`config.mk`:
```
export PLATFORM = sky130hd
export DESIGN_NAME = videoCsrApb
export DESIGN_NICKNAME = d
export VERILOG_FILES = /design/src/videoPixelPkg.sv /design/src/videoCsrApb.sv
export SDC_FILE = /design/constraint.sdc
export NUM_CORES = 1
export LEC_CHECK = 0
export ABC_AREA = 1
export BUFFER_PORTS_ARGS = -buffer_cell sky130_fd_sc_hd__buf_4
export CAP_MARGIN = 40
export CELL_PAD_IN_SITES_DETAIL_PLACEMENT = 1
export CELL_PAD_IN_SITES_GLOBAL_PLACEMENT = 1
export CORE_ASPECT_RATIO = 1.2
export CORE_MARGIN = 4
export CORE_UTILIZATION = 31
export DETAILED_ROUTE_END_ITERATION = 12
export PLACE_DENSITY = 0.75
export REMOVE_ABC_BUFFERS = 1
export SYNTH_ARGS = -nofsm -noshare
export SYNTH_HDL_FRONTEND = slang
export SYNTH_SLANG_ARGS = --single-unit
```
`constraint.sdc`:
```
create_clock -name iCLK -period 2.9 [get_ports iCLK]
set_input_delay 0.87 -clock iCLK [delete_from_list [all_inputs] [get_ports iCLK]]
set_output_delay 0.87 -clock iCLK [all_outputs]
set_load 0.05 [all_outputs]
```
`src/videoPixelPkg.sv`:
```
//------------------------------
// video pixel pipeline shared definitions
// display sizes, pixel layouts, csr map
//------------------------------
`default_nettype none

package videoPixelPkg;

	//------------------------------
	// display geometry
	//------------------------------
	localparam int hActive = 16;
	localparam int vActive = 8;
	localparam int hWidth = 4;
	localparam int vWidth = 3;

	// sprite placement, rows fixed, column moves
	localparam int squareSize = 4;
	localparam int squareTop = 2;

	// fade level range 0..fadeMax
	localparam int levelWidth = 5;
	localparam logic [levelWidth-1:0] fadeMax = 5'd16;

	// output buffer entries
	localparam int fifoDepth = 16;

	//------------------------------
	// apb register map
	//------------------------------
	localparam logic [7:0] ctrlAddr = 8'h00;
	localparam logic [7:0] sceneColorAddr = 8'h04;
	localparam logic [7:0] frameTimingAddr = 8'h08;
	localparam logic [7:0] squareColorAddr = 8'h0C;
	localparam logic [7:0] bgColorAddr = 8'h10;
	localparam logic [7:0] statusAddr = 8'h14;

	// argb4444 colour
	typedef struct packed {
		logic [3:0] alpha;
		logic [3:0] red;
		logic [3:0] green;
		logic [3:0] blue;
	} argbT;

	// csr keeps raw, datapath reads channels
	typedef union packed {
		argbT argb;
		logic [15:0] raw;
	} pixelU;

	typedef struct packed {
		logic [hWidth-1:0] hpos;
		logic [vWidth-1:0] vpos;
		logic firstPixel;
	} drawPosT;

	// register contents toward the datapath
	typedef struct packed {
		pixelU sceneColor;
		pixelU squareColor;
		pixelU bgColor;
		logic [6:0] frameTiming;
		logic fadeAddEn;
		logic fadeSubEn;
		logic fadeRst;
	} csrCfgT;

	// display side word, alpha already removed
	typedef struct packed {
		logic sof;
		logic [11:0] rgb;
	} fifoWordT;

endpackage

`default_nettype wire

```
`src/videoCsrApb.sv`:
```
//------------------------------
// apb control and status registers
//------------------------------
`timescale 1ns/1ps
`default_nettype none

module videoCsrApb (
	input logic iCLK,
	input logic iRST,
	input logic [7:0] paddr,
	input logic psel,
	input logic penable,
	input logic pwrite,
	input logic [31:0] pwdata,
	output logic [31:0] prdata,
	output logic pready,
	output logic pslverr,
	input logic [videoPixelPkg::levelWidth-1:0] level,
	output videoPixelPkg::csrCfgT cfg
);

	logic access;
	logic addrHit;
	logic statusSel;
	logic writeEn;
	logic [31:0] statusWord;

	// access phase, no wait states
	assign access = psel & penable;
	assign pready = 1'b1;
	assign statusSel = (paddr == videoPixelPkg::statusAddr);

	// level in 12:8, min at bit 1, max at bit 0
	assign statusWord = {19'd0, level, 6'd0, (level == '0),
		(level == videoPixelPkg::fadeMax)};

	//------------------------------
	// read mux and address decode
	//------------------------------
	always_comb
	begin
		prdata = '0;
		addrHit = 1'b1;
		case (paddr)
			videoPixelPkg::ctrlAddr:
				prdata = {30'd0, cfg.fadeSubEn, cfg.fadeAddEn};
			videoPixelPkg::sceneColorAddr:
				prdata = {16'd0, cfg.sceneColor.raw};
			videoPixelPkg::frameTimingAddr:
				prdata = {25'd0, cfg.frameTiming};
			videoPixelPkg::squareColorAddr:
				prdata = {16'd0, cfg.squareColor.raw};
			videoPixelPkg::bgColorAddr:
				prdata = {16'd0, cfg.bgColor.raw};
			videoPixelPkg::statusAddr:
				prdata = statusWord;
			default:
				addrHit = 1'b0;
		endcase
	end

	// unmapped, or status written
	assign pslverr = access & (~addrHit | (pwrite & statusSel));
	assign writeEn = access & pwrite & addrHit & ~statusSel;

	//------------------------------
	// register file
	//------------------------------
	always_ff @(posedge iCLK)
	begin
		if (iRST)
			cfg <= '0;
		else
		begin
			// reset strobe lasts one cycle
			cfg.fadeRst <= 1'b0;
			if (writeEn)
			begin
				case (paddr)
					videoPixelPkg::ctrlAddr:
					begin
						cfg.fadeAddEn <= pwdata[0];
						cfg.fadeSubEn <= pwdata[1];
						cfg.fadeRst <= pwdata[2];
					end
					videoPixelPkg::sceneColorAddr:
						cfg.sceneColor.raw <= pwdata[15:0];
					videoPixelPkg::frameTimingAddr:
						cfg.frameTiming <= pwdata[6:0];
					videoPixelPkg::squareColorAddr:
						cfg.squareColor.raw <= pwdata[15:0];
					videoPixelPkg::bgColorAddr:
						cfg.bgColor.raw <= pwdata[15:0];
					default:
						cfg.fadeRst <= 1'b0;
				endcase
			end
		end
	end

endmodule

`default_nettype wire

```
# == Word level (Yosys, flattened, before mapping) ==
# Index checks and enable logic that the tools add are counted.
# totals
ff_bits,58
out_inout_bits,92
word_cells,35
# op_classes
eq_ne,6
n_mux,2
bitwise,11
reduce_logical,9
# op_table
op,n
one-hot mux 16 bit (6 select lines),1
== test 8 x 4 -> 1 bit (second input constant),2
== test 8 x 5 -> 1 bit (second input constant),2
AND reduction 2 bit,5
== test 8 x 3 -> 1 bit (second input constant),1
zero test 8 bit,1
bitwise AND 1 bit,6
OR reduction 6 bit,1
== test 5 bit (second input constant),1
zero test 5 bit,1
inverter 1 bit,4
OR reduction 3 bit,1
two-way mux 1 bit,1
bitwise OR 1 bit,1

# == Depth between registers and ports, before layout ==
# Gate-level depths: netlist of the first run.
# logic_depth
depth_word,7
depth_mapped,11
depth_no_buf,10

# == Worst setup path before layout of the first run ==
# No wires, ideal clock.
# synth_path
path_type,input-to-output
start,input paddr[7]
end,output prdata[10]
arrival_ns,2.596
t_required_ns,2.030
setup_slack_ns,-0.566
cell_stages,5
path_buffers,0
path_cell_list,nor2_2 -> nand2_4 -> nor2_4 -> inv_1 -> o21ai_0
# synth_via
elab_chain_len,2
word_cells_on_any_way,7
cone_classes,eq/ne: 5; mux: 1; reduce/logical: 1
# synth_rtl
item,line,text
from (decl),videoCsrApb.sv:10,"input logic [7:0] paddr,"
"== test 8 x 5 -> 1 bit, or another cell as far along",videoCsrApb.sv:44,case (paddr)
one-hot mux 16 bit (6 select lines) (*),videoCsrApb.sv:44,
to (decl),videoCsrApb.sv:15,"output logic [31:0] prdata,"
# Every way passes the cells marked *; elsewhere a longest branch is shown, timed or not.

# == Worst setup path in the final report of the first run ==
# layout_path
start,input paddr[0]
end,output prdata[0]
# The elaborated chain is that of the path after synthesis.

==> impl_summary.log, run 1 <==
[metrics] DRC Markers: 0
[metrics] final non-filler cell total: 742
[metrics] startpoint type of the worst setup path: primary input
[metrics] worst-case vdd ir drop: 0.0003862 V
[metrics] clock tree root buffer cell: sky130_fd_sc_hd__clkbuf_16
[metrics] arrival time of the worst setup path: 2070 ps
[metrics] critical path endpoint: prdata[0]
[metrics] Stages on worst setup path: 8
[metrics] number of cell instances on the worst register-to-register path: 4
[metrics] later-pin clock latency in the skew report: 320 ps
[metrics] initial antenna violation count: 0
[metrics] fraction of final layout cells with drive strength greater than 1: 0.3005
[metrics] Worst path slowest cell: sky130_fd_sc_hd__buf_4
[metrics] standard cell core area: 0.009711 mm²
[metrics] internal power consumption: 1.458 mW
[metrics] count of routing violations after the opening detailed-route iteration: 123
[metrics] net count reported at finish: 665
[metrics] number of flip-flops under the largest register name: 58
[metrics] Placed Instances: 722
[metrics] Vert. Die Dim: 118.2 µm
[metrics] final setup violating endpoints: 1
[metrics] effective utilization at floorplan: 0.3233
[metrics] CP endpoint kind: primary output
[metrics] DRT antenna net count: 0
[metrics] Max Freq: 0.3397 GHz
[metrics] Die ar.: 0.01181 mm²
[metrics] post-layout util: 0.4697
[metrics] routability congestion estimate: 0.7966
[metrics] power density normalized to cell area: 420.5 mW/mm²
[metrics] clock sink count: 58
[metrics] top-level port count: 142
[metrics] TritonCTS clock tree: built
[metrics] violated checks: setup timing
[metrics] total gr overflow: 0
[metrics] first-pass GRT wire length: 17400 µm
[metrics] Setup Total Neg Slack: -44.08 ps
[metrics] run status: finished with violations
[metrics] combined global-route utilization of all metal layers: 0.1831
[metrics] Tmin final: 2944 ps
[metrics] total via count after detailed routing: 3342
[metrics] final period utilization: 1.015
[metrics] per-cell via count in the routed design: 4.504
[metrics] crit path kind: primary input to primary output
[metrics] netlist area before placement: 0.003139 mm²
[metrics] actual transition at the worst max-transition pin: 569.4 ps
[metrics] worst path cell trace: buf_6 > nor2_4 > nand2_1 > buf_4 > nor2_2 > nand2_1 > o2111ai_1 > buf_4
[metrics] CTS H-tree lvls: 3
[metrics] clock input transition at the sequential cells of the worst setup and hold paths: 50 ps
[metrics] synthesized area divided by synthesized cell count: 6.394 µm²
[metrics] pin count of the biggest net entering global routing: 33
[metrics] wire length per cell: 14.39 µm
[metrics] destination of the worst register-to-register timing path: cfg[4]
[metrics] count of distinct cell types in the synthesized netlist: 23
[metrics] data required time at the worst endpoint: 2030 ps
[metrics] worst clock skew: 0 ps
[metrics] flop-to-flop setup slack: 2140 ps
[metrics] registers with the most flip-flops: cfg (58)
[metrics] CTS buffer count: 9
[metrics] Switching Fraction: 0.2398
[metrics] Final Max Slew Viols: 0
[metrics] Detailed Route WL: 10670 µm
[metrics] delay-heaviest family, CP: simple AND/OR/NAND/NOR gates
[metrics] crit path launch: paddr[0]
[metrics] proportion of synthesized chip area in sequential cells: 0.3699
[metrics] via count of the first global-routing pass: 3612
[metrics] worst-path maximum fanout: 4
[metrics] proportion of power drawn by the clock network: 0.506
[metrics] number of instances in the synthesized netlist: 491
[metrics] static leakage power: 2.441 nW
[metrics] placed cell areas: 0.004100 mm²
[metrics] horizontal extent of the die: 99.87 µm
[metrics] count of final hold-check violations: 0
[metrics] buffer levels on the longest clock path: 2
[metrics] antenna cell count: 0
[metrics] Worst Path Buf+Inv: 3
[metrics] relative max-transition margin: 0.6198
[metrics] PnR worst setup slack: -44.08 ps
[metrics] Max Cap Viol: 0
[metrics] switching power of the nets: 0.4599 mW
[metrics] Seq cells post-synth: 58
[metrics] Power, Total: 1.918 mW
[metrics] Worst Hold Class: register to register
[metrics] Detailed Place HPWL: 7751 µm
[metrics] Crit Reg-Reg Startpoint: cfg[4]
[metrics] Biggest register: cfg
[metrics] share of power burned in combinational logic: 0.078
[metrics] Crit path largest cell delay: 240 ps
[metrics] P&R area growth vs syn: 45.28%
[metrics] number of rows in the core area: 39
[metrics] Port Buffers: 108
[metrics] unrepaired setup endpoints after global routing: true
[metrics] sequential fraction of design power: 0.416
[metrics] number of warnings printed during yosys synthesis: 0
[metrics] final cell area excluding filler cells: 0.004561 mm²
[metrics] 1st-pass router iterations: 4
==> metal layers <==
metal	routed length, µm	GRT usage	part of all wire	vias to the layer above
met5	0	0	0	-
met4	221	0.06405	0.021	0
met3	472	0.03123	0.044	16
met2	5683	0.3351	0.53	79
met1	4298	0.2105	0.40	1574
li1	-	-	-	1673
==> metrics by stage <==
step                      setup WS, ps  hold slack, ps
after detailed placement        -198.6           530.3
after global placement          -120.2           512.8
after global routing            -101.9           575.4
final                           -44.08           537.4
after CTS                       -17.03           539.0
after floorplan                 -566.4           733.6
==> layout by cell type (no fill, tap or decap), types with 6 or more instances in the layout <==
cell                        synthesis  final
sky130_fd_sc_hd__a21oi_1           12     11
sky130_fd_sc_hd__buf_4             17    115
sky130_fd_sc_hd__buf_6              7     13
sky130_fd_sc_hd__clkbuf_16          0     10
sky130_fd_sc_hd__conb_1             2     17
sky130_fd_sc_hd__dfxtp_1           58     58
sky130_fd_sc_hd__inv_1             74     70
sky130_fd_sc_hd__nand2_1          139    138
sky130_fd_sc_hd__nor2_1           116    115
sky130_fd_sc_hd__nor2_2            10      7
sky130_fd_sc_hd__nor2_4             4      8
sky130_fd_sc_hd__o21ai_1            0      6
==> worst min path at each step <==
stage | from | endpoint | slack (ps) | cells after the start
final | cfg[56] | cfg[56] | 540 | 4
after global routing | cfg[25] | cfg[25] | 580 | 4
after global placement | cfg[9] | cfg[9] | 510 | 4
after detailed placement | cfg[16] | cfg[16] | 530 | 4
after CTS | cfg[46] | cfg[46] | 540 | 4
after floorplan | cfg[2] | cfg[2] | 730 | 4
==> repair_timing <==
action,CTS,global route
gates resized for setup,26,21
pin swaps,6,3
hold buffers,0,0
endpoints found under the setup margin,17,17
buffers inserted,2,2
hold endpoints to repair,0,0
cloned,0,1
==> cell families (layout without fill, tap and decap cells) <==
| kind of cell | Yosys count | in the layout | share of synthesized area |
|---|---|---|---|
| compound gates | 38 | 38 | 0.07015 |
| simple gates | 283 | 283 | 0.3850 |
| buf+inv | 110 | 223 | 0.1726 |
| other cells | 2 | 17 | 0.002392 |
| flops | 58 | 58 | 0.3699 |
==> cell type report <==
class,count,area [µm²]
clock buffers,12,256.5
fillers,1266,5150
flip-flops and latches,58,1161
well taps,123,153.9
repair buffers,133,1115
clock inverters,3,15.01
inverters,75,284.0
multi-input cells,338,1575
==> synthesized netlist by cell type <==
library cell / n / area share
sky130_fd_sc_hd__nor3_1: 1 / 0.0016
sky130_fd_sc_hd__o2111ai_1: 2 / 0.0056
sky130_fd_sc_hd__conb_1: 2 / 0.0024
sky130_fd_sc_hd__o21ai_0: 14 / 0.022
sky130_fd_sc_hd__nor2_2: 10 / 0.020
sky130_fd_sc_hd__a21oi_1: 12 / 0.019
sky130_fd_sc_hd__buf_2: 10 / 0.016
sky130_fd_sc_hd__o22ai_1: 6 / 0.012
sky130_fd_sc_hd__dfxtp_1: 58 / 0.37
sky130_fd_sc_hd__nand2_2: 1 / 0.0020
sky130_fd_sc_hd__inv_2: 1 / 0.0012
sky130_fd_sc_hd__nand2_1: 139 / 0.17
sky130_fd_sc_hd__nor2_4: 4 / 0.014
sky130_fd_sc_hd__o221ai_1: 4 / 0.011
sky130_fd_sc_hd__buf_4: 17 / 0.041
sky130_fd_sc_hd__nor2_1: 116 / 0.14
sky130_fd_sc_hd__nand3_4: 5 / 0.028
sky130_fd_sc_hd__nand3_1: 3 / 0.0048
sky130_fd_sc_hd__nand2_4: 1 / 0.0036
sky130_fd_sc_hd__nand4_1: 3 / 0.0060
sky130_fd_sc_hd__clkbuf_1: 1 / 0.0012
sky130_fd_sc_hd__inv_1: 74 / 0.088
sky130_fd_sc_hd__buf_6: 7 / 0.025
==> worst min-delay path, delay by kind of cell, from the launching register on <==
family | cells | cell delay (ps)
buffers and inverters | 1 | 50
and+or+nand+nor | 3 | 120
DFF | 1 | 320
==> power groups by stage <==
stage,Clock [mW],Combinational [mW],Sequential (mW)
3_3_place_gp,0,0.141,0.814
5_1_grt,1.03,0.160,0.797
6_report,0.969,0.150,0.798
4_1_cts,0.991,0.147,0.798
2_1_floorplan,0,0.0785,0.814
3_5_place_dp,0,0.143,0.814
No activity file was read; power rests on OpenSTA's default activity.
==> run 2, diff against run 1 <==
PLACE_DENSITY = 0.81   (was 0.75)
==> impl_summary.log, run 2 (synthesis results as in run 1) <==
[metrics] run status: finished with violations
[metrics] violated checks: setup timing
[metrics] Max Freq: 0.3402 GHz (+0.15%)
[metrics] clock input transition at the sequential cells of the worst setup and hold paths: 50 ps (about the same)
[metrics] post-layout util: 0.4990 (+0.02938)
[metrics] net count reported at finish: 669 (+0.60%)
[metrics] Worst Hold Class: register to register
[metrics] cell repeated most along the worst path: sky130_fd_sc_hd__buf_6
[metrics] final period utilization: 1.014 (-0.001476)
[metrics] effective utilization at floorplan: 0.3233 (unchanged)
[metrics] Worst path slowest cell: sky130_fd_sc_hd__nor2_4
[metrics] DRT antenna net count: 0 (unchanged)
[metrics] number of rows in the core area: 39 (unchanged)
[metrics] horizontal extent of the die: 99.87 µm (unchanged)
[metrics] Die ar.: 0.01181 mm² (unchanged)
[metrics] Crit Reg-Reg Startpoint: cfg[9]
[metrics] number of flip-flops under the largest register name: 58 (unchanged)
[metrics] worst path cell trace: buf_6 > nor2_4 > buf_6 > nand2_4 > nor2_4 > buf_12 > inv_4 > o22ai_2 > a21oi_1 > nand3_1 > buf_6
[metrics] static leakage power: 2.568 nW (+5.2%)
[metrics] P&R area growth vs syn: 54.36%
[metrics] worst slack at placement: -201.3 ps (-2.703 ps)
[metrics] clock sink count: 58 (unchanged)
[metrics] count of final hold-check violations: 0 (unchanged)
[metrics] actual transition at the worst max-transition pin: 522.0 ps (-47.44 ps)
[metrics] CTS buffer count: 9 (unchanged)
[metrics] CP endpoint kind: primary output
[metrics] PnR worst setup slack: -39.80 ps (+4.280 ps)
[metrics] Tmin final: 2940 ps (-4.280 ps)
[metrics] CTS H-tree lvls: 3 (unchanged)
[metrics] worst-case vdd ir drop: 0.0002848 V (-26%)
[metrics] arrival time of the worst setup path: 2070 ps (about the same)
[metrics] relative max-transition margin: 0.6515 (+0.03168)
[metrics] clock tree root buffer cell: sky130_fd_sc_hd__clkbuf_16
[metrics] Detailed Place HPWL: 7974 µm (+2.9%)
[metrics] later-pin clock latency in the skew report: 330 ps (about the same)
[metrics] data required time at the worst endpoint: 2030 ps (about the same)
[metrics] routability congestion estimate: 0.7754 (-2.7%)
[metrics] standard cell core area: 0.009711 mm² (unchanged)
[metrics] most common library cell in the layout ignoring fill and taps: sky130_fd_sc_hd__nand2_1
[metrics] TritonCTS clock tree: built
[metrics] buffer levels on the longest clock path: 2 (unchanged)
[metrics] DRC Markers: 0 (unchanged)
[metrics] wire length per cell: 15.37 µm (+6.8%)
[metrics] initial antenna violation count: 0 (unchanged)
[metrics] number of cell instances on the worst register-to-register path: 4 (unchanged)
[metrics] Power, Total: 2.044 mW (+6.6%)
[metrics] total via count after detailed routing: 3421 (+2.4%)
[metrics] fraction of final layout cells with drive strength greater than 1: 0.3462 (+0.04567)
[metrics] Port Buffers: 108 (unchanged)
[metrics] first-pass GRT wire length: 18200 µm (+4.6%)
[metrics] total of fill cells in the finished design: 1242 (-1.9%)
[metrics] hold_sp: cfg[37]
[metrics] worst hold stages: 4 (unchanged)
[metrics] count of routing violations after the opening detailed-route iteration: 102 (-17%)
[metrics] registers with the most flip-flops: cfg (58)
[metrics] worst-path maximum fanout: 5 (+1)
[metrics] Hold EP: cfg[37]
[metrics] antenna cell count: 0 (unchanged)
[metrics] Crit path largest cell delay: 170 ps (-70 ps)
[metrics] Detailed Route WL: 11480 µm (+7.6%)
[metrics] 1st-pass router iterations: 4 (unchanged)
[metrics] Vert. Die Dim: 118.2 µm (unchanged)
[metrics] crit path kind: primary input to primary output
[metrics] final non-filler cell total: 747 (+0.67%)
[metrics] Biggest register: cfg
[metrics] Placed Instances: 725 (+0.42%)
[metrics] startpoint type of the worst setup path: primary input
[metrics] per-cell via count in the routed design: 4.580 (+1.7%)
[metrics] total gr overflow: 0 (unchanged)
[metrics] power density normalized to cell area: 421.7 mW/mm² (+0.30%)
[metrics] Final Max Slew Viols: 0 (unchanged)
[metrics] combined global-route utilization of all metal layers: 0.1917 (+0.008564)
[metrics] pin count of the biggest net entering global routing: 33 (unchanged)
[metrics] via count of the first global-routing pass: 3693 (+2.2%)
[metrics] destination of the worst register-to-register timing path: cfg[9]
[metrics] final setup violating endpoints: 8 (+7)
[metrics] unrepaired setup endpoints after global routing: true
[metrics] flop-to-flop setup slack: 2160 ps (+20 ps)
[metrics] worst clock skew: 0 ps (unchanged)
[metrics] top-level port count: 142 (unchanged)
[metrics] crit path launch: paddr[0]
[metrics] top library cells by usage in the layout, fill and taps aside: 128 x sky130_fd_sc_hd__nand2_1, 114 x sky130_fd_sc_hd__nor2_1, 101 x sky130_fd_sc_hd__buf_4
[metrics] Max Cap Viol: 0 (unchanged)
-- run 2: power breakdown --
group	leakage, nW	switching (mW)	internal (mW)
sequential	0.467	0.0000159	0.798
combinational	1.95	0.110	0.0506
clock	0.147	0.374	0.711
-- run 2: what timing repair did --
item                                    in CTS  in global routing
buffers inserted                             2                  3
pin swaps                                    6                  9
endpoints found under the hold margin        0                  0
endpoints found under the setup margin      17                 17
hold buffers                                 0                  0
gates cloned                                 0                  1
resized for setup                           65                 39
-- run 2: metal layers --
metal | vias to the layer above | track usage | routed length, µm
li1 | 1688 | - | -
met1 | 1638 | 0.2224 | 4554
met2 | 83 | 0.3456 | 6155
met3 | 12 | 0.04832 | 633
met4 | 0 | 0.05038 | 136
met5 | - | 0 | 0
-- run 2: critical path, delay by kind of cell --
family	cells	cell delay, ps
buffers and inverters	5	580
AND/OR/NAND/NOR	4	470
AO/OA/AOI/OAI	2	150
-- run 2: layout make-up --
type                            count  area [µm²]  share of cell area
Clock inverter                      2       35.03            0.007230
Sequential cell                    58        1161              0.2396
Tap cell                          123       153.9             0.03176
Clock buffer                       14       264.0             0.05448
Multi-Input combinational cell    338        1723              0.3555
Timing Repair Buffer              137        1225              0.2528
Inverter                           75       284.0             0.05861
-- run 2: how the worst max path moves through the flow --
stage,to,slack [ps],depth (start not counted)
floorplan,prdata[10],-570,5
global placement,prdata[6],-130,10
detailed placement,prdata[4],-200,10
CTS,prdata[15],-50,9
global route,prdata[1],-110,11
finish,prdata[1],-40,11
-- run 2: metrics by stage --
stage / hold slack (ps) / cell area, µm² / setup TNS, ps
after detailed placement: 529.0 / 4123 / -1911
final: 535.6 / 4846 / -161.0
after global placement: 515.4 / 4123 / -1483
after floorplan: 733.6 / 2935 / -7751
after CTS: 538.8 / 4646 / -249.7
after global routing: 588.0 / 4846 / -934.1
