$ cat config.mk
export PLATFORM = sky130hd
export DESIGN_NAME = pixelDrawPosition
export DESIGN_NICKNAME = d
export VERILOG_FILES = /design/src/videoPixelPkg.sv /design/src/pixelDrawPosition.sv
export SDC_FILE = /design/constraint.sdc
export NUM_CORES = 1
export LEC_CHECK = 0
export BUFFER_PORTS_ARGS = -buffer_cell sky130_fd_sc_hd__buf_4
export CAP_MARGIN = 20
export CELL_PAD_IN_SITES_DETAIL_PLACEMENT = 1
export CELL_PAD_IN_SITES_GLOBAL_PLACEMENT = 1
export CORE_AREA = 4 4 41 43
export CTS_BUF_LIST = sky130_fd_sc_hd__clkbuf_8
export DETAILED_ROUTE_END_ITERATION = 7
export DIE_AREA = 0 0 45 47
export GPL_ROUTABILITY_DRIVEN = 0
export PLACE_DENSITY = 0.6
export SYNTH_ARGS = -nofsm -noshare
export SYNTH_HDL_FRONTEND = slang
export SYNTH_SLANG_ARGS = --single-unit
$ cat constraint.sdc
create_clock -name iCLK -period 2.9 [get_ports iCLK]
set_input_delay 0.58 -clock iCLK [delete_from_list [all_inputs] [get_ports iCLK]]
set_output_delay 0.58 -clock iCLK [all_outputs]
set_load 0.01 [all_outputs]
$ cat src/videoPixelPkg.sv
//------------------------------
// video pixel pipeline shared definitions
// display sizes, pixel layouts, csr map
//------------------------------
`default_nettype none

package videoPixelPkg;

	//------------------------------
	// display geometry
	//------------------------------
	localparam int hActive = 16;
	localparam int vActive = 8;
	localparam int hWidth = 4;
	localparam int vWidth = 3;

	// sprite placement, rows fixed, column moves
	localparam int squareSize = 4;
	localparam int squareTop = 2;

	// fade level range 0..fadeMax
	localparam int levelWidth = 5;
	localparam logic [levelWidth-1:0] fadeMax = 5'd16;

	// output buffer entries
	localparam int fifoDepth = 16;

	//------------------------------
	// apb register map
	//------------------------------
	localparam logic [7:0] ctrlAddr = 8'h00;
	localparam logic [7:0] sceneColorAddr = 8'h04;
	localparam logic [7:0] frameTimingAddr = 8'h08;
	localparam logic [7:0] squareColorAddr = 8'h0C;
	localparam logic [7:0] bgColorAddr = 8'h10;
	localparam logic [7:0] statusAddr = 8'h14;

	// argb4444 colour
	typedef struct packed {
		logic [3:0] alpha;
		logic [3:0] red;
		logic [3:0] green;
		logic [3:0] blue;
	} argbT;

	// csr keeps raw, datapath reads channels
	typedef union packed {
		argbT argb;
		logic [15:0] raw;
	} pixelU;

	typedef struct packed {
		logic [hWidth-1:0] hpos;
		logic [vWidth-1:0] vpos;
		logic firstPixel;
	} drawPosT;

	// register contents toward the datapath
	typedef struct packed {
		pixelU sceneColor;
		pixelU squareColor;
		pixelU bgColor;
		logic [6:0] frameTiming;
		logic fadeAddEn;
		logic fadeSubEn;
		logic fadeRst;
	} csrCfgT;

	// display side word, alpha already removed
	typedef struct packed {
		logic sof;
		logic [11:0] rgb;
	} fifoWordT;

endpackage

`default_nettype wire

$ cat src/pixelDrawPosition.sv
//------------------------------
// draw position counter
// walks the active area, flags frame end
//------------------------------
`timescale 1ns/1ps
`default_nettype none

module pixelDrawPosition (
	input logic iCLK,
	input logic iRST,
	input logic cke,
	output videoPixelPkg::drawPosT pos,
	output logic frameEnd
);

	logic lastCol;
	logic lastRow;
	logic [videoPixelPkg::hWidth-1:0] hNext;
	logic [videoPixelPkg::vWidth-1:0] vNext;

	// end of line / end of frame detect
	assign lastCol = (int'(pos.hpos) == videoPixelPkg::hActive - 1);
	assign lastRow = (int'(pos.vpos) == videoPixelPkg::vActive - 1);

	// one cycle wide, only on an enabled step
	assign frameEnd = cke & lastCol & lastRow;

	//------------------------------
	// next position
	//------------------------------
	always_comb
	begin
		hNext = pos.hpos + 1'b1;
		vNext = pos.vpos;
		if (lastCol)
		begin
			hNext = '0;
			// wrap rows at the bottom
			if (lastRow)
				vNext = '0;
			else
				vNext = pos.vpos + 1'b1;
		end
	end

	// first output after reset is 0,0
	always_ff @(posedge iCLK)
	begin
		if (iRST)
		begin
			pos.hpos <= '0;
			pos.vpos <= '0;
			pos.firstPixel <= 1'b1;
		end
		else if (cke)
		begin
			pos.hpos <= hNext;
			pos.vpos <= vNext;
			// next one is 0,0 exactly when wrapping the frame
			pos.firstPixel <= lastCol & lastRow;
		end
	end

endmodule

`default_nettype wire

==> After elaboration in Yosys (flattened, before gate mapping) <==
Index checks and enable logic that the tools add are counted.
{ "word_totals": {"regBits": 8, "elab_cells": 13} }
{ "classes": {"add_sub_neg": 2, "n_eq_ne": 2, "n_mux": 2, "bitwise": 3, "reduce_logical": 1} }
{ "ops": {"columns": ["cell", "n"], "rows": [
  ["$add 4x1->4 const B", 1],
  ["$eq 4x1->1 const B", 1],
  ["$mux 4", 1],
  ["$add 3x1->3 const B", 1],
  ["$and 1x1->1", 3],
  ["$eq 3x1->1 const B", 1],
  ["$mux 3", 1],
  ["$reduce_and 2->1", 1]
]} }

==> Longest topological paths before layout <==
Gate-level depths: netlist of run 1.
{ "depth": {"depth_word": 3, "mapped_depth": 4, "depth_no_buf": 4} }

==> Least setup slack after synthesis of run 1 <==
OpenSTA, ideal clock, no wires.
{ "synth_timing": {"path_type": "in2out", "startpoint": "input cke", "endpoint": "output frameEnd", "arrival_ps": 1102, "setup_slack_ps": 1218, "path_stages": 3, "n_path_buf": 1, "path_cell_list": "buf_4 > and4_4 > and2_1"} }
{ "synth_via": {"elab_chain_cells": 2} }
{ "synth_rtl": {"columns": ["item", "line_no", "text"], "rows": [
  ["start: declaration", "pixelDrawPosition.sv:11", "input logic cke,"],
  ["$and 1x1->1 (2 in a row)", "pixelDrawPosition.sv:26", "assign frameEnd = cke & lastCol & lastRow;"],
  ["end: declaration", "pixelDrawPosition.sv:13", "output logic frameEnd"]
]} }
Every way passes these cells.

==> Worst setup path after layout of run 1 <==
{ "layout_timing": {"startpoint": "register pos[4] (netlist bit)", "endpoint": "output frameEnd"} }
{ "layout_via": {"elab_chain_cells": 3} }
{ "layout_rtl": {"columns": ["item", "line_no", "text"], "rows": [
  ["start: declaration", "pixelDrawPosition.sv:12", "output videoPixelPkg::drawPosT pos,"],
  ["$eq 4x1->1", "pixelDrawPosition.sv:22", "assign lastCol = (int'(pos.hpos) == videoPixelPkg::hActive - 1);"],
  ["$and 1x1->1 (2 in a row)", "pixelDrawPosition.sv:26", null]
]} }
Every way passes these cells.

==> results of run 1 <==
-- metal layers --
metal / vias to the layer above / wire length (um)
li1: 157 / -
met1: 142 / 342
met2: 13 / 363
met3: 5 / 61
met4: 0 / 25
met5: - / 0
-- cell type report --
type	instances	area, um^2
tap	15	18.8
timing repair buffer	11	82.6
clock buffer	3	41.3
inverter	1	3.75
multi-input combinational	27	190
fill	154	805
sequential	8	160
-- cells in the mapped netlist --
cell     count
ha_1         3
buf_4        1
nand4_2      1
a21oi_1      2
inv_1        1
and4_4       1
dfxtp_1      8
a21oi_2      1
nand4_1      1
nor2_1       3
buf_1        1
a211o_1      1
nor3_1       1
or3_1        1
a31oi_1      1
xor2_1       2
and2_1       1
nand2_1      6
mux2i_1      2
-- worst min-delay path by stage --
| stage | start | endpoint | slack (ns) | depth (start not counted) |
|---|---|---|---|---|
| 2_1_floorplan | pos[2]$_SDFFE_PP0P_ | pos[2]$_SDFFE_PP0P_ | 0.50 | 2 |
| 3_3_place_gp | pos[2]$_SDFFE_PP0P_ | pos[2]$_SDFFE_PP0P_ | 0.47 | 2 |
| 3_5_place_dp | pos[0]$_SDFFE_PP1P_ | pos[0]$_SDFFE_PP1P_ | 0.46 | 1 |
| 4_1_cts | pos[0]$_SDFFE_PP1P_ | pos[0]$_SDFFE_PP1P_ | 0.47 | 1 |
| 5_1_grt | pos[0]$_SDFFE_PP1P_ | pos[0]$_SDFFE_PP1P_ | 0.48 | 1 |
| 6_report | pos[0]$_SDFFE_PP1P_ | pos[0]$_SDFFE_PP1P_ | 0.46 | 1 |
-- power by group through the flow --
stage          logic [uW]  clock network [uW]  registers, uW
6_report             20.1                 129            118
3_5_place_dp         20.7                   0            120
3_3_place_gp         20.2                   0            120
2_1_floorplan        10.5                   0            121
4_1_cts              20.7                 135            118
5_1_grt              22.5                 140            119
-- metrics by stage --
| step | util | instances | hold slack [ns] | setup WS, ns |
|---|---|---|---|---|
| 2_1_floorplan | - | 38 | 0.496 | 1.22 |
| 3_3_place_gp | 0.350 | 62 | 0.466 | 1.12 |
| 3_5_place_dp | 0.350 | 62 | 0.457 | 1.08 |
| 4_1_cts | 0.382 | 65 | 0.466 | 0.861 |
| 5_1_grt | 0.382 | 65 | 0.480 | 0.782 |
| 6_report | 0.382 | 65 | 0.465 | 0.878 |
-- cells by family (layout without fill, tap and decap cells) --
family	count (synthesis)	in the layout
mux	2	2
flops	8	8
xor+xnor	2	2
compound gates	5	5
buf+inv	3	15
fa+ha+maj	3	3
simple gates	15	15
-- worst max-delay path, delay by kind of cell (launching register included) --
family,cells,cell delay [ns]
and+or+nand+nor,2,0.42
DFF,1,0.40
adders and majority gates,1,0.27
buffers and inverters,1,0.13
==> flow_summary.json, run 1 <==
{
  "grt_pass1_wl_um": 1370,
  "worstSetupPathType": "register to output pin",
  "htree_levels": 1,
  "synth_nets": 44,
  "critical-path-max-stage-delay_ns": 0.40,
  "met2_usage": 0.153,
  "irDropWorstVdd_v": 0.000168,
  "endpoint": "frameEnd",
  "antenna_cells": 0,
  "fin_worst_skew_ns": 0.00130,
  "synthTopCellsByArea": "dfxtp_1 44%, ha_1 10%, nand2_1 6.2%, mux2i_1 5.5%, xor2_1 4.8%",
  "die_x_um": 45,
  "synthXorXnorAreaFrac": 0.0479,
  "grt_antenna_before_repair": 0,
  "cp-end-kind": "output pin",
  "initial_core_util": 0.281,
  "pwr-share-seq": 0.441,
  "syn_area_um2": 365,
  "path_cells": "ha_1 -> and4_4 -> and2_1 -> buf_4",
  "first_global_vias": 323,
  "setup_viol": 0,
  "cp.arrival_ns": 1.44,
  "dr.pass1.iters": 2,
  "r2r_slack_ns": 1.53,
  "clkTransAtPathRegs_ns": 0.04,
  "p_int_uw": 214,
  "finalWorstPathRequiredPeriod_ns": 2.02,
  "synth-seq-cells": 8,
  "rsz0062_at_grt": "false",
  "synth_compound_gate_area_share": 0.0925,
  "synth_top_area_share": 0.438,
  "most-common-layout-cells": "11 x buf_4, 8 x dfxtp_1, 6 x nand2_1",
  "fin_area_um2": 497,
  "tightest_slew_ns": 0.247,
  "critPathLaunch": "pos[4]$_SDFFE_PP0P_",
  "totalWireLength_um": 792,
  "synthAdderAreaFrac": 0.103,
  "fin_crit_sh": 0.697,
  "cts_buffers": 3,
  "grt_overflow": 0,
  "grt_max_degree": 9,
  "power_uw": 267,
  "synth_cell_types": 19,
  "muxShareOfSynthArea": 0.0548,
  "clockBufferDepth": 2,
  "slowest_stage": "dfxtp_1",
  "final_common_cell": "buf_4",
  "met1_usage": 0.100,
  "synth_cells": 38,
  "postCtsSetupBuffers": 0,
  "hold_violations": 0,
  "reg2reg_from": "pos[4]$_SDFFE_PP0P_",
  "io_buffers": 11,
  "reg2regPathDepth": 4,
  "vias": 317,
  "grt_busiest_layer": "met2",
  "via_per_inst": 4.88,
  "core_um2": 1300,
  "grt_util_met3": 0.0345,
  "holdCritPathClass": "register to register",
  "io_pins": 12,
  "report.final.slew_viol_count": 0,
  "crit_fanout": 5,
  "synthSimpleGateAreaFrac": 0.223,
  "drc": 0,
  "timing.fmax_mhz": 495,
  "synth_top_family_by_area": "simple AND/OR/NAND/NOR gates",
  "cts_tree": "built",
  "relSlewSlack": 0.835,
  "avgSynthCellArea_um2": 9.61,
  "area_growth_pct": 36.0,
  "cts.sink_count": 8,
  "ctsRootBufferMaster": "clkbuf_8",
  "nNetsFinal": 58,
  "swShare": 0.199,
  "yosysTopAreaCell": "dfxtp_1",
  "largest_reg_flops": 8,
  "ys_seq_area_frac": 0.438,
  "ant_nets": 0,
  "die-area_um2": 2120,
  "start_kind": "register",
  "switchingPower_uw": 53.3,
  "setup-tns-final_ns": 0,
  "status": "complete, no violations",
  "cts_resized": 0,
  "fp.dieH_um": 47,
  "regMostFlops": "pos",
  "r2r-end": "pos[1]$_SDFFE_PP0P_",
  "combPwrFrac": 0.075,
  "power-per-cell-area_nw_per_um2": 538,
  "power_leakage_uw": 0.000243,
  "top_regs": "pos x8",
  "dp_hpwl_um": 654,
  "clock_power_share": 0.484,
  "hold_buffers": 0,
  "drtIter0Drc": 2,
  "worstPathRequired_ns": 2.32,
  "fp-row-count": 13,
  "post_dp_cell_area_um2": 455,
  "grt_use_total": 0.0965,
  "drive_above_1_share": 0.340,
  "wl_per_cell_um": 12.2,
  "synth_warnings": 0,
  "clock_latency_ns": 0.22,
  "max-cap-violations": 0
}
Power figures use the tool's default switching activity.
==> run 2, diff against run 1 <==
clock period = 1.9 ns   (was 2.9 ns; I/O delays follow)
==> flow_summary.json, run 2 (synthesis gave the netlist of run 1 again) <==
{
  "finalWorstPathRequiredPeriod_ns": 1.78,
  "hold_violations": 0,
  "drtIter0Drc": 3,
  "fin_crit_sh": 0.937,
  "cpLargestDelayFamily": "flip-flops",
  "holdCritPathClass": "input port to register",
  "largest_reg_flops": 8,
  "drc": 0,
  "cp.arrival_ns": 1.40,
  "fp-row-count": 13,
  "timing.fmax_mhz": 562,
  "worstPathRequired_ns": 1.52,
  "num-fill-cells": 164,
  "fin_worst_skew_ns": 0.00103,
  "slowest_stage": "dfxtp_1",
  "seq_area_um2": 160,
  "setup_viol": 0,
  "multi_input_area_um2": 193,
  "hold_start": "iRST",
  "postCtsSetupBuffers": 0,
  "clock_latency_ns": 0.22,
  "fp.dieH_um": 47,
  "io_buffers": 11,
  "initial_core_util": 0.281,
  "wl_per_cell_um": 13.0,
  "clockBufferDepth": 2,
  "irDropWorstVdd_v": 0.000288,
  "r2r-end": "pos[1]$_SDFFE_PP0P_",
  "cts.sink_count": 8,
  "final_common_cell": "buf_4",
  "regMostFlops": "pos",
  "totalWireLength_um": 844,
  "pre_cts_slack_ns": 0.322,
  "die_x_um": 45,
  "grt_use_total": 0.0971,
  "hold_depth": 2,
  "reg2reg_from": "pos[4]$_SDFFE_PP0P_",
  "cts_tree": "built",
  "status": "complete, no violations",
  "start_kind": "register",
  "reg2regPathDepth": 4,
  "dr.pass1.iters": 4,
  "tightest_slew_ns": 0.252,
  "power_leakage_uw": 0.000240,
  "first_global_vias": 337,
  "area_growth_pct": 36.6,
  "core_um2": 1300,
  "drive_above_1_share": 0.360,
  "report.final.slew_viol_count": 0,
  "path_cells": "ha_2 -> and4_4 -> and2_1 -> buf_4",
  "dp_hpwl_um": 692,
  "die-area_um2": 2120,
  "grt_overflow": 0,
  "grt_max_degree": 9,
  "grt_antenna_before_repair": 0,
  "most-common-layout-cells": "11 x buf_4, 8 x dfxtp_1, 6 x nand2_1, 3 x nor2_1, 3 x clkbuf_8",
  "rsz0062_at_grt": "false",
  "min_to": "pos[1]$_SDFFE_PP0P_",
  "ant_nets": 0,
  "critical-path-max-stage-delay_ns": 0.40,
  "worstSetupPathType": "register to output pin",
  "relSlewSlack": 0.832,
  "max-cap-violations": 0,
  "vias": 318,
  "crit_fanout": 5,
  "ctsRootBufferMaster": "clkbuf_8",
  "setup-tns-final_ns": 0,
  "r2r_slack_ns": 0.56,
  "power-per-cell-area_nw_per_um2": 812,
  "path_buf_inv": 1,
  "antenna_cells": 0,
  "top_regs": "pos x8",
  "clkTransAtPathRegs_ns": 0.04,
  "fin_ws_ns": 0.119,
  "nNetsFinal": 58,
  "cp-end-kind": "output pin",
  "cts_buffers": 3,
  "via_per_inst": 4.89,
  "grt_pass1_wl_um": 1430,
  "htree_levels": 1,
  "io_pins": 12
}
[run 2: power by group]
part | switching (uW) | total (uW) | internal, uW | leakage, uW
clock network | 57.7 | 194 | 136 | 0.0000216
logic | 15.3 | 31.3 | 16.0 | 0.000153
registers | 5.90 | 180 | 174 | 0.0000652
[run 2: final cells by class]
type / count / share of cell area
Clock buffer: 3 / 0.0827
Inverter: 1 / 0.00752
Multi-Input combinational cell: 27 / 0.386
Sequential cell: 8 / 0.321
Tap cell: 15 / 0.0376
Timing Repair Buffer: 11 / 0.165
[run 2: metrics by stage]
step / instances / instance area (um^2) / total power (uW) / hold slack [ns] / util
floorplan: 38 / 365 / 200 / 0.496 / -
global placement: 62 / 455 / 213 / 0.462 / 0.350
detailed placement: 62 / 455 / 215 / 0.465 / 0.350
CTS: 65 / 497 / 413 / 0.396 / 0.382
global route: 65 / 499 / 427 / 0.398 / 0.384
finish: 65 / 499 / 406 / 0.390 / 0.384
[run 2: layer usage]
metal | global-route usage | vias up | share of wire
li1 | - | 156 | -
met1 | 0.0975 | 150 | 0.43
met2 | 0.167 | 10 | 0.48
met3 | 0.0345 | 2 | 0.090
met4 | 0.0702 | 0 | 0.0047
met5 | 0 | - | 0
[run 2: repair_timing]
action                                  in CTS  in global routing
endpoints found under the setup margin       0                  1
hold endpoints to repair                     0                  0
hold buffers                                 0                  0
resized for setup                            0                  1
[run 2: worst max path at each step]
stage                        start       end  slack [ns]  cells past startpoint
5_1_grt        pos[4]$_SDFFE_PP0P_  frameEnd       0.009                      4
3_3_place_gp   pos[4]$_SDFFE_PP0P_  frameEnd        0.40                      4
2_1_floorplan  pos[4]$_SDFFE_PP0P_  frameEnd        0.45                      3
4_1_cts        pos[4]$_SDFFE_PP0P_  frameEnd        0.09                      4
6_report       pos[4]$_SDFFE_PP0P_  frameEnd        0.12                      4
3_5_place_dp   pos[4]$_SDFFE_PP0P_  frameEnd        0.32                      4
==> run 3, diff against run 2 <==
CELL_PAD_IN_SITES_DETAIL_PLACEMENT = default   (was 1)
CELL_PAD_IN_SITES_GLOBAL_PLACEMENT = default   (was 1)
PLACE_DENSITY = 0.48   (was 0.6)
==> flow_summary.json, run 3 (synthesis gave the netlist of run 1 again) <==
{
  "status": "complete, no violations",
  "multi_input_area_um2": 193,
  "drive_above_1_share": 0.360,
  "dp_hpwl_um": 581,
  "reg2regPathDepth": 4,
  "clockBufferDepth": 2,
  "fp-row-count": 13,
  "grt_max_degree": 9,
  "totalWireLength_um": 762,
  "grt_use_total": 0.0847,
  "nNetsFinal": 58,
  "finalWorstPathRequiredPeriod_ns": 1.77,
  "power_uw": 413,
  "dr.pass1.iters": 2,
  "pre_cts_slack_ns": 0.362,
  "vias": 317,
  "setup_viol": 0,
  "power_leakage_uw": 0.000240,
  "drc": 0,
  "max-cap-violations": 0,
  "area_growth_pct": 36.6,
  "cts_buffers": 3,
  "grt_pass1_wl_um": 1240,
  "stdcell_count": 65,
  "first_global_vias": 318,
  "hold_violations": 0,
  "reg2reg_from": "pos[4]$_SDFFE_PP0P_",
  "fin_crit_sh": 0.930,
  "final_common_cell": "buf_4",
  "grt_overflow": 0,
  "critPathLaunch": "pos[4]$_SDFFE_PP0P_",
  "htree_levels": 1,
  "postCtsSetupBuffers": 0,
  "report.final.slew_viol_count": 0,
  "fin_worst_skew_ns": 0.00132,
  "io_pins": 12,
  "ant_nets": 0,
  "worstSetupPathType": "register to output pin",
  "tightest_slew_ns": 0.243,
  "cts_resized": 0,
  "num-fill-cells": 142,
  "rsz0062_at_grt": "false",
  "cts.sink_count": 8,
  "regMostFlops": "pos",
  "io_buffers": 11,
  "timing.fmax_mhz": 566,
  "top_regs": "pos x8",
  "cts_tree": "built",
  "grt_antenna_before_repair": 0,
  "placed_cells": 62,
  "endpoint": "frameEnd",
  "relSlewSlack": 0.838,
  "crit_fanout": 5,
  "die_x_um": 45,
  "wl_per_cell_um": 11.7,
  "seq_area_um2": 160,
  "start_kind": "register",
  "power-per-cell-area_nw_per_um2": 827,
  "most-common-layout-cells": "11 x buf_4, 8 x dfxtp_1, 6 x nand2_1, 3 x nor2_1, 3 x clkbuf_8",
  "r2r_slack_ns": 0.58,
  "die-area_um2": 2120,
  "ctsRootBufferMaster": "clkbuf_8",
  "largest_reg_flops": 8,
  "via_per_inst": 4.88,
  "clkTransAtPathRegs_ns": 0.04,
  "initial_core_util": 0.281,
  "fin_ws_ns": 0.132,
  "cp-end-kind": "output pin",
  "worstPathRequired_ns": 1.52,
  "fp.dieH_um": 47,
  "drtIter0Drc": 2,
  "r2r-end": "pos[1]$_SDFFE_PP0P_",
  "setup-tns-final_ns": 0,
  "holdCritPathClass": "input port to register",
  "antenna_cells": 0,
  "clock_latency_ns": 0.22,
  "cp.arrival_ns": 1.39,
  "irDropWorstVdd_v": 0.000255,
  "core_um2": 1300,
  "hold_buffers": 0
}
run 3: report_power, final:
group	switching [uW]	internal, uW
Clock	65.4	137
Combinational	14.2	16.1
Sequential	5.98	174
Total	85.6	327
run 3: critical path, stage by stage, from the launching register on:
cell,delay [ns]
dfxtp_1,0.40
ha_2,0.24
and4_4,0.25
and2_1,0.15
buf_4,0.12
run 3: final cells by class:
cell class	count	share of cell area
well taps	15	0.0376
flip-flops and latches	8	0.321
repair buffers	11	0.165
clock buffers	3	0.0827
inverters	1	0.00752
multi-input cells	27	0.386
run 3: how the worst min path moves through the flow:
| stage | start | end | slack [ns] | depth (start not counted) |
|---|---|---|---|---|
| finish | iRST | pos[1]$_SDFFE_PP0P_ | 0.37 | 2 |
| global route | iRST | pos[1]$_SDFFE_PP0P_ | 0.38 | 2 |
| global placement | pos[0]$_SDFFE_PP1P_ | pos[0]$_SDFFE_PP1P_ | 0.46 | 1 |
| detailed placement | pos[0]$_SDFFE_PP1P_ | pos[0]$_SDFFE_PP1P_ | 0.47 | 1 |
| CTS | iRST | pos[1]$_SDFFE_PP0P_ | 0.38 | 2 |
| floorplan | pos[2]$_SDFFE_PP0P_ | pos[2]$_SDFFE_PP0P_ | 0.50 | 2 |
run 3: per-stage QoR:
stage	util	hold WS (ns)	area, um^2
2_1_floorplan	-	0.496	365
3_3_place_gp	0.350	0.462	455
3_5_place_dp	0.350	0.471	455
4_1_cts	0.382	0.375	497
5_1_grt	0.384	0.383	499
6_report	0.384	0.374	499
run 3: routing by layer:
layer	GRT usage	wire, um	vias to the layer above	share of wire
met5	0	0	-	0
met3	0.0307	62	2	0.081
met4	0.0702	6	0	0.0079
met1	0.0870	322	148	0.42
li1	-	-	156	-
met2	0.138	371	11	0.49
